## config.mk

```make
export PLATFORM = sky130hd
export DESIGN_NAME = cgra_top
export DESIGN_NICKNAME = d
export VERILOG_FILES = /design/src/hdl/cgra_pkg.sv /design/src/hdl/cgra_top.sv /design/src/hdl/result_pack.sv /design/src/hdl/pe_exec_array.sv /design/src/hdl/conf_word_decode.sv /design/src/hdl/cgra_conf_loader.sv
export SDC_FILE = /design/constraint.sdc
export NUM_CORES = 2
export LEC_CHECK = 0
export BUFFER_PORTS_ARGS = -buffer_cell sky130_fd_sc_hd__buf_4
export CAP_MARGIN = 40
export CORE_AREA = 3 3 323 325
export DETAILED_ROUTE_END_ITERATION = 6
export DIE_AREA = 0 0 326 328
export PLACE_DENSITY_LB_ADDON = 0.3
export SYNTH_ARGS = -nofsm -noshare
export SYNTH_HDL_FRONTEND = slang
export SYNTH_SLANG_ARGS = --single-unit
```

## constraint.sdc

```tcl
create_clock -name clk -period 11.1 [get_ports clk]
set_clock_uncertainty 0.2 [all_clocks]
set_input_delay 0.555 -clock clk [delete_from_list [all_inputs] [get_ports clk]]
set_output_delay 0.555 -clock clk [all_outputs]
set_load 0.1 [all_outputs]
```

## src/hdl/cgra_pkg.sv

```systemverilog
package cgra_pkg;

  localparam int LINE_W            = 512;
  localparam int CONF_W            = 64;
  localparam int WORDS_PER_LINE    = 8;
  localparam int NUM_PE            = 4;
  localparam int DATA_W            = 32;
  localparam int OUT_W             = 2 * DATA_W;
  localparam int CONF_DRAIN_CYCLES = 8;

  localparam int PE_SEL_W    = $clog2(NUM_PE);
  localparam int LINE_CNT_W  = $clog2(WORDS_PER_LINE + 1);
  localparam int DRAIN_CNT_W = $clog2(CONF_DRAIN_CYCLES + 1);

  typedef enum logic [1:0] {
    OP_PASS = 2'd0,
    OP_ADD  = 2'd1,
    OP_XOR  = 2'd2,
    OP_SUB  = 2'd3
  } op_t;

  // One word on the configuration bus, vld is the top bit
  typedef struct packed {
    logic        vld;
    logic [6:0]  rsvd;
    logic [7:0]  pe_id;
    logic [7:0]  field;   // 0 opcode, 1 constant
    logic [7:0]  pad;
    logic [31:0] value;
  } conf_word_t;

  typedef struct packed {
    logic                en;
    logic [PE_SEL_W-1:0] pe_sel;
    logic                is_const;
    logic [31:0]         value;
  } pe_wr_t;

  // Low 96 bits of the header line, qtd_conf sits in bits 31:0
  typedef struct packed {
    logic [31:0] write_mask;
    logic [31:0] read_mask;
    logic [31:0] qtd_conf;
  } conf_hdr_t;

endpackage
```

## src/hdl/cgra_top.sv

```systemverilog
`timescale 1ns/1ns

module cgra_top
  import cgra_pkg::*;
(
  input  logic              clk,
  input  logic              rst,
  input  logic              start,
  input  logic              available_read,
  output logic              req_rd_data,
  input  logic [LINE_W-1:0] rd_data,
  input  logic              rd_data_valid,
  output logic [31:0]       read_fifo_mask,
  output logic [31:0]       write_fifo_mask,
  output logic              done,
  input  logic [DATA_W-1:0] data_in,
  input  logic              data_in_valid,
  output logic [OUT_W-1:0]  out_data,
  output logic              out_valid
);

  conf_word_t        conf_bus;
  pe_wr_t            pe_wr;
  logic [DATA_W-1:0] res_data;
  logic              res_valid;

  cgra_conf_loader u_loader (
    .clk             (clk),
    .rst             (rst),
    .start           (start),
    .available_read  (available_read),
    .req_rd_data     (req_rd_data),
    .rd_data         (rd_data),
    .rd_data_valid   (rd_data_valid),
    .conf_out_bus    (conf_bus),
    .read_fifo_mask  (read_fifo_mask),
    .write_fifo_mask (write_fifo_mask),
    .done            (done)
  );

  conf_word_decode u_decode (
    .clk     (clk),
    .rst     (rst),
    .conf_in (conf_bus),
    .pe_wr   (pe_wr)
  );

  pe_exec_array u_exec (
    .clk           (clk),
    .rst           (rst),
    .pe_wr         (pe_wr),
    .data_in       (data_in),
    .data_in_valid (data_in_valid),
    .res_data      (res_data),
    .res_valid     (res_valid)
  );

  result_pack u_result (
    .clk       (clk),
    .rst       (rst),
    .res_data  (res_data),
    .res_valid (res_valid),
    .out_data  (out_data),
    .out_valid (out_valid)
  );

endmodule

```

## src/hdl/result_pack.sv

```systemverilog
`timescale 1ns/1ns

module result_pack
  import cgra_pkg::*;
(
  input  logic              clk,
  input  logic              rst,
  input  logic [DATA_W-1:0] res_data,
  input  logic              res_valid,
  output logic [OUT_W-1:0]  out_data,
  output logic              out_valid
);

  logic              half;    // Low half already held
  logic [DATA_W-1:0] low_q;

  always_ff @(posedge clk) begin
    if (rst) begin
      half      <= 1'b0;
      out_valid <= 1'b0;
    end else begin
      out_valid <= 1'b0;
      if (res_valid) begin
        half <= ~half;
        if (half) begin
          out_valid <= 1'b1;
        end
      end
    end
  end

  always_ff @(posedge clk) begin
    if (res_valid) begin
      if (half) begin
        out_data <= {res_data, low_q};   // Second result on top
      end else begin
        low_q <= res_data;
      end
    end
  end

endmodule

```

## src/hdl/pe_exec_array.sv

```systemverilog
`timescale 1ns/1ns

module pe_exec_array
  import cgra_pkg::*;
(
  input  logic              clk,
  input  logic              rst,
  input  pe_wr_t            pe_wr,
  input  logic [DATA_W-1:0] data_in,
  input  logic              data_in_valid,
  output logic [DATA_W-1:0] res_data,
  output logic              res_valid
);

  op_t               pe_op   [NUM_PE];
  logic [DATA_W-1:0] pe_cst  [NUM_PE];
  logic [DATA_W-1:0] stg_data[NUM_PE];
  logic              stg_vld [NUM_PE];

  function automatic logic [DATA_W-1:0] apply_op(
    input op_t               op,
    input logic [DATA_W-1:0] a,
    input logic [DATA_W-1:0] k
  );
    logic [DATA_W-1:0] r;
    case (op)
      OP_ADD:  r = a + k;
      OP_XOR:  r = a ^ k;
      OP_SUB:  r = a - k;
      default: r = a;
    endcase
    return r;
  endfunction

  // Per-PE configuration registers
  always_ff @(posedge clk) begin
    if (rst) begin
      for (int i = 0; i < NUM_PE; i++) begin
        pe_op[i]  <= OP_PASS;
        pe_cst[i] <= '0;
      end
    end else if (pe_wr.en) begin
      if (pe_wr.is_const) begin
        pe_cst[pe_wr.pe_sel] <= pe_wr.value[DATA_W-1:0];
      end else begin
        pe_op[pe_wr.pe_sel] <= op_t'(pe_wr.value[1:0]);
      end
    end
  end

  // Valid bits of the chain
  always_ff @(posedge clk) begin
    if (rst) begin
      for (int i = 0; i < NUM_PE; i++) begin
        stg_vld[i] <= 1'b0;
      end
    end else begin
      stg_vld[0] <= data_in_valid;
      for (int i = 1; i < NUM_PE; i++) begin
        stg_vld[i] <= stg_vld[i-1];
      end
    end
  end

  // Data chain, stage i runs PE i
  always_ff @(posedge clk) begin
    stg_data[0] <= apply_op(pe_op[0], data_in, pe_cst[0]);
    for (int i = 1; i < NUM_PE; i++) begin
      stg_data[i] <= apply_op(pe_op[i], stg_data[i-1], pe_cst[i]);
    end
  end

  assign res_data  = stg_data[NUM_PE-1];
  assign res_valid = stg_vld[NUM_PE-1];

endmodule

```

## src/hdl/conf_word_decode.sv

```systemverilog
`timescale 1ns/1ns

module conf_word_decode
  import cgra_pkg::*;
(
  input  logic       clk,
  input  logic       rst,
  input  conf_word_t conf_in,
  output pe_wr_t     pe_wr
);

  logic   hit;
  pe_wr_t wr_d;

  // Real write aimed at an existing PE
  assign hit = conf_in.vld && (conf_in.pe_id < 8'(NUM_PE));

  always_comb begin
    wr_d          = '0;
    wr_d.en       = hit;
    wr_d.pe_sel   = conf_in.pe_id[PE_SEL_W-1:0];
    wr_d.is_const = (conf_in.field == 8'd1);
    wr_d.value    = conf_in.value;
  end

  always_ff @(posedge clk) begin
    if (rst) begin
      pe_wr <= '0;
    end else begin
      pe_wr <= wr_d;
    end
  end

endmodule

```

## src/hdl/cgra_conf_loader.sv

```systemverilog
`timescale 1ns/1ns

module cgra_conf_loader
  import cgra_pkg::*;
(
  input  logic              clk,
  input  logic              rst,
  input  logic              start,
  input  logic              available_read,
  output logic              req_rd_data,
  input  logic [LINE_W-1:0] rd_data,
  input  logic              rd_data_valid,
  output conf_word_t        conf_out_bus,
  output logic [31:0]       read_fifo_mask,
  output logic [31:0]       write_fifo_mask,
  output logic              done
);

  typedef enum logic [2:0] {
    st_idle,
    st_req,
    st_wait,
    st_init,
    st_send,
    st_drain,
    st_done
  } state_t;

  state_t                 state;
  state_t                 ret_state;   // Where to go once the line is in
  logic [LINE_W-1:0]      line_q;
  conf_hdr_t              hdr;
  logic [31:0]            qtd_conf;
  logic [31:0]            word_cnt;
  logic [LINE_CNT_W-1:0]  line_cnt;
  logic [DRAIN_CNT_W-1:0] drain_cnt;
  conf_word_t             conf_data;
  logic                   send_conf;
  logic                   take_line;
  logic                   take_word;

  assign hdr       = conf_hdr_t'(line_q[$bits(conf_hdr_t)-1:0]);
  assign take_line = (state == st_wait) && rd_data_valid;
  assign take_word = (state == st_send) && (word_cnt < qtd_conf) &&
                     (line_cnt < LINE_CNT_W'(WORDS_PER_LINE));

  always_ff @(posedge clk) begin
    if (rst) begin
      state           <= st_idle;
      ret_state       <= st_idle;
      req_rd_data     <= 1'b0;
      send_conf       <= 1'b0;
      qtd_conf        <= '0;
      word_cnt        <= '0;
      line_cnt        <= LINE_CNT_W'(WORDS_PER_LINE);  // Forces a fetch on first send
      drain_cnt       <= '0;
      read_fifo_mask  <= '0;
      write_fifo_mask <= '0;
      done            <= 1'b0;
    end else begin
      req_rd_data <= 1'b0;
      send_conf   <= 1'b0;
      case (state)
        st_idle: begin
          if (start) begin
            state     <= st_req;
            ret_state <= st_init;     // First line is the header
          end
        end
        st_req: begin
          if (available_read) begin
            req_rd_data <= 1'b1;
            state       <= st_wait;
          end
        end
        st_wait: begin
          if (rd_data_valid) begin
            state <= ret_state;
          end
        end
        st_init: begin
          qtd_conf        <= hdr.qtd_conf;
          read_fifo_mask  <= hdr.read_mask;
          write_fifo_mask <= hdr.write_mask;
          state           <= st_send;
        end
        st_send: begin
          if (word_cnt >= qtd_conf) begin
            state <= st_drain;
          end else if (take_word) begin
            send_conf <= 1'b1;
            word_cnt  <= word_cnt + 32'd1;
            line_cnt  <= line_cnt + 1'b1;
          end else begin
            // Current line used up
            line_cnt  <= '0;
            state     <= st_req;
            ret_state <= st_send;
          end
        end
        st_drain: begin
          drain_cnt <= drain_cnt + 1'b1;
          if (drain_cnt == DRAIN_CNT_W'(CONF_DRAIN_CYCLES - 1)) begin
            state <= st_done;
          end
        end
        st_done: begin
          done <= 1'b1;   // Held until reset
        end
        default: begin
          state <= st_idle;
        end
      endcase
    end
  end

  always_ff @(posedge clk) begin
    if (take_line) begin
      line_q <= rd_data;
    end else if (take_word) begin
      conf_data <= conf_word_t'(line_q[CONF_W-1:0]);
      line_q    <= line_q >> CONF_W;
    end
  end

  // Bus is zero except in the cycle after a send pulse
  always_ff @(posedge clk) begin
    if (rst) begin
      conf_out_bus <= '0;
    end else if (send_conf) begin
      conf_out_bus <= conf_data;
    end else begin
      conf_out_bus <= '0;
    end
  end

endmodule

```

Word-level counts from Yosys, hierarchy flattened
Memories as Yosys holds them, arrays and structs flattened.
Index checks and enable logic that the tools add are counted.

word-level totals
  memories kept = 4
  bits of input ports = 550
  register bits = 889
  RAM bits = 268
  output and inout port bits = 131

operators by class
  bitwise logic cells = 16
  multiplexer cells = 42
  $lt $le $gt $ge = 4
  eq/ne operators = 27
  reduce and logical (&&, ||, !) cells = 20
  add/sub/neg operators = 11

memory list
  name             depth  width  read ports  clocked after memory_dff  wr ports  RTL line             RTL
  u_exec.pe_cst    4      32     4           0                         4         pe_exec_array.sv:16  logic [DATA_W-1:0] pe_cst [NUM_PE];
  u_exec.stg_data  4      32     4           0                         4         pe_exec_array.sv:17  logic [DATA_W-1:0] stg_data[NUM_PE];
  u_exec.pe_op     4      2      4           0                         4         pe_exec_array.sv:15  op_t pe_op [NUM_PE];
  u_exec.stg_vld   4      1      4           0                         4         pe_exec_array.sv:18  logic stg_vld [NUM_PE];

operator list
  operator                 count
  $mux W512                2
  $pmux W32 S3             4
  $add A32 B32 Y32         4
  $sub A32 B32 Y32         4
  $xor A32 B32 Y32         4
  $add A32 B1 Y32 const B  1
  $ge A32 B32 Y1           1
  $lt A32 B32 Y1           1
  $mux W32                 1
  $reduce_or A32 Y1        1
  $mux W3                  9
  $pmux W3 S7              1
  $mux W1                  20
  $eq A2 B2 Y1 const B     8
  $ne A2 B2 Y1 const B     5
  $eq A3 B3 Y1 const B     3
  $add A4 B1 Y4 const B    2
  $eq A2 B1 Y1 const B     4
  $eq A8 B1 Y1 const B     1
  $lt A8 B3 Y1 const B     1
  $not A1 Y1               8
  $reduce_and A2 Y1        4
  $reduce_or A2 Y1         4
  $eq A3 B2 Y1 const B     2
  16 further kinds         25

Depth between registers and ports, before layout
  depth in word-level cells = 6
  mapped depth = 20

By module
From an unflattened synthesis, not the netlist that was laid out.

unflattened totals
  cell total of the unflattened synthesis = 4465
  area, all modules = 54302.1 um^2

by module, submodules not included
  module            cells each  instances  area each (um^2)
  cgra_conf_loader  2096        1          31062.3
  pe_exec_array     2186        1          19253.5
  result_pack       103         1          2966.6
  conf_word_decode  80          1          1019.7

Least setup slack after synthesis
OpenSTA, ideal clock, no wires.

  path type = register to register
  from = reg u_loader.qtd_conf[1]
  to = reg u_loader.line_q[0] (enable)
  period minus slack after synthesis = 10965 ps
  slack = 135 ps
  stages on the path, launching flop included = 12
  arrival time = 10099 ps
  data required time = 10234 ps
  cell sequence = dfxtp_1 > inv_1 > ha_1 > nor2b_1 > o21a_1 > o21a_1 > o21bai_1 > a21oi_1 > o21ai_0 > nand2_1 > nor2_1 > or2_2

between the ends
  longest elaborated chain between the ends = 4

ends and longest elaborated chain
  element                           RTL line                 RTL
  start, declared                   cgra_conf_loader.sv:33   logic [31:0] qtd_conf;
  start signal, assigned            cgra_conf_loader.sv:82   qtd_conf <= hdr.qtd_conf;
  $lt A32 B32 Y1                    cgra_conf_loader.sv:44   assign take_word = (state == st_send) && (word_cnt < qtd_conf) &&
  $logic_and A1 B1 Y1 (2 in a row)  cgra_conf_loader.sv:44
  $reduce_bool A2 Y1 (no line)      -
  end signal, assigned              cgra_conf_loader.sv:119  line_q <= rd_data;
  end signal, assigned              cgra_conf_loader.sv:122  line_q <= line_q >> CONF_W;
  end, declared                     cgra_conf_loader.sv:31   logic [LINE_W-1:0] line_q;

Every way passes these cells.
A chain may end at the register's enable or synchronous reset.

==> results.sh <==
export IMPL_synth_seq_cells=1156
export IMPL_ys_seq_area_share_pct=57.8
export IMPL_vias=40200
export IMPL_irDropWorstVdd_uv=137
export IMPL_synth_top_family_by_area="simple AND/OR/NAND/NOR gates"
export IMPL_path_max_fanout=67
export IMPL_post_cts_resize_count=0
export IMPL_drt_iter0_drc=3124
export IMPL_synth_nets=5239
export IMPL_vias_per_cell=5.59
export IMPL_synth_most_common_cell="edfxtp_1"
export IMPL_pwr_share_seq_pct=46.8
export IMPL_post_cts_setup_buffers=0
export IMPL_powerDensity_nw_per_um2=153
export IMPL_clk_path_buf_depth=3
export IMPL_rows=117
export IMPL_place_ws_ns=6.26
export IMPL_cts_tree="done"
export IMPL_crit_type="reg2reg"
export IMPL_ios=681
export IMPL_fp_coreArea_um2=102000
export IMPL_gp_congestion=0.935
export IMPL_worstSetupEndpointType="register"
export IMPL_dieWidth_um=326
export IMPL_synth_simple_area_share_pct=12.2
export IMPL_grt_pass1_wl_um=240000
export IMPL_antenna_found_initial=50
export IMPL_layout_drive_gt1_share_pct=24.3
export IMPL_wl_met1_um=58700
export IMPL_worst_pin_slew_ns=1.25
export IMPL_finalPower_mw=10.6
export IMPL_drc=0
export IMPL_synth_compound_area_share_pct=8.52
export IMPL_clock_sinks=1156
export IMPL_grt_setup_unrepaired="false"
export IMPL_setup_tns_final_ns=0
export IMPL_overflow=0
export IMPL_wl_met3_um=10300
export IMPL_htree_levels=3
export IMPL_clk_pin_slew_ns=0.06
export IMPL_synth_mux_area_share_pct=9.77
export IMPL_synth_edf_count=793
export IMPL_grt_total_usage_pct=29.2
export IMPL_setup_viol=0
export IMPL_worstPathArrival_ns=5.28
export IMPL_synth_cells=4522
export IMPL_clock_power_share_pct=37.6
export IMPL_synth_top_area_cell="edfxtp_1"
export IMPL_reg2reg_from="u_exec.pe_op[2][0]"
export IMPL_clock_fmax_mhz=203
export IMPL_io_buffers=680
export IMPL_drt_wl_total_um=163000
export IMPL_cts_buffers_inserted=118
export IMPL_routed_top_layer="met5"
export IMPL_worstPathRequired_ns=11.44
export IMPL_grt_pass1_vias=40500
export IMPL_yosys_top_cells_area="edfxtp_1 44%, dfxtp_1 14%, mux2_2 9.6%"
export IMPL_startpoint_type="register"
export IMPL_p_int_mw=7.87
export IMPL_layout_min_cycle_time_ns=4.93
export IMPL_netlist_top_cells_count="793 x edfxtp_1, 488 x nand2_1, 458 x mux2_2"
export IMPL_crit_path_start="u_exec.pe_op[2][0]"
export IMPL_num_nets_final=6399
export IMPL_start_util_pct=52.9
export IMPL_syn_avg_cell_area_um2=11.9
export IMPL_hp_start="rd_data[98]"
export IMPL_die_area_um2=107000
export IMPL_p_sw_share_pct=26.0
export IMPL_synth_fa_ha_area_share_pct=3.94
export IMPL_dr_pass1_iters=5
export IMPL_wl_met2_um=83700
export IMPL_synthesis_area_um2=53800
export IMPL_placed_area_um2=60300
export IMPL_dp_hpwl_um=106000
export IMPL_post_route_worst_setup_slack_ns=6.17
export IMPL_p_switching_mw=2.77
export IMPL_wire_per_inst_um=22.7
export IMPL_power_leakage_nw=26.8
export IMPL_syn2layout_area_growth_pct=29.4
export IMPL_finish_instance_area_um2=69600
export IMPL_hold_ws_ns=0.0418
export IMPL_hold_viol=0
export IMPL_cts_root_buffer="clkbuf_16"
export IMPL_nFillCells=7020
export IMPL_ys_warn_count=0
export IMPL_clock_latency_ns=0.73
export IMPL_async_flop_share_pct=0
export IMPL_grt_max_degree=207
export IMPL_antenna_left=0
export IMPL_max_slew_margin_pct=16.6
export IMPL_ys_flop_type="edfxtp_1"
export IMPL_cap_violations=0
export IMPL_yosys_area_top_type_share_pct=44.3
export IMPL_hold_path_class="in2reg"
export IMPL_fp_dieH_um=328
export IMPL_status="finished, final reports clean"
export IMPL_yosysUniqueCellTypes=68
export IMPL_synth_xor_area_share_pct=5.67
export IMPL_pwr_share_comb_pct=15.6
export IMPL_fin_crit_sh_pct=44.5
export IMPL_maxSlewViolCount=0
## routing by layer
layer | vias to the layer above | GRT usage, %
met5 | - | 0
met4 | 10 | 16.3
met3 | 493 | 5.27
met2 | 1652 | 52.5
met1 | 19400 | 32.6
li1 | 18600 | -
## kinds of logic after synthesis
group           count (synthesis)
buf+inv                       309
mux                           468
simple gates                 1313
xor+xnor                      348
compound gates                761
flops                        1156
fa+ha+maj                     167
## placed cells by master (no fill, tap or decap), types with 105 or more instances in the layout
master and n:
xnor2_1 194, a21oi_1 306, and2_1 217, buf_4 701, mux2_2 458, xor2_1 154, edfxtp_1 793, dfxtp_1 363
ha_1 163, dlygate4sd3_1 530, inv_1 105, nor2_1 188, o21ai_0 163, clkbuf_16 121, nand2_1 488
## path summary, 6_finish.rpt
check / to / slack [ns] / cells past startpoint
min: u_loader.line_q[98] / 0.04 / 2
min reg2reg: u_decode.pe_wr[32] / 0.21 / 1
max: u_exec.stg_data[2][26] / 6.17 / 13
max reg2reg: u_exec.stg_data[2][26] / 6.17 / 13
## final cells by class
cell class,instances,area (um^2),share of cell area [%]
Sequential cell,1156,31100,44.7
Multi-Input combinational cell,3057,21600,31.0
Clock inverter,68,603,0.867
Clock buffer,151,3270,4.70
Tap cell,1368,1710,2.46
Antenna cell,48,120,0.173
Timing Repair Buffer,1244,10800,15.5
Inverter,105,394,0.566
## power by group through the flow
stage                     Clock, mW  Sequential, mW  Combinational [mW]
after floorplan                   0            5.04                1.01
after global placement            0            5.07                1.43
after detailed placement          0            5.07                1.45
after CTS                      3.99            4.98                1.63
after global routing           4.21            4.99                1.83
final                          4.01            4.98                1.66
## worst max-delay path, cell delays in order, from the launching register on
cell      delay (ns)
edfxtp_1        0.34
buf_4           0.53
nand2_1         0.66
mux2i_1         0.30
fa_1            0.47
a211oi_1        0.36
o21ai_0         0.27
nand4_1         0.17
nand3_1         0.15
a211oi_1        0.50
a21oi_1         0.19
a31oi_1         0.32
xor2_1          0.18
a21oi_1         0.08
## per-stage QoR
step	utilization, %	std cells
floorplan	-	4522
global placement	59.1	6393
detailed placement	59.3	6400
CTS	68.3	7149
global route	68.4	7191
finish	68.4	7197
## flip-flops by register name, summed over array words and instances (netlist names), 4 cells and up
name                      cells
u_result.low_q               32
u_exec.pe_op                  8
u_loader.qtd_conf            32
u_loader.drain_cnt            4
u_loader.line_cnt             4
u_exec.pe_cst               128
u_loader.word_cnt            32
u_loader.conf_out_bus        49
u_loader.write_fifo_mask     32
u_loader.read_fifo_mask      32
u_exec.stg_vld                4
u_loader.conf_data           49
u_decode.pe_wr               36
u_exec.stg_data             128
u_result.out_data            64
u_loader.line_q             512
## repair_timing
action,4_1_cts,5_1_grt
hold buffers,530,0
endpoints found under the setup margin,0,0
endpoints found under the hold margin,530,0
Power figures use the tool's default switching activity.
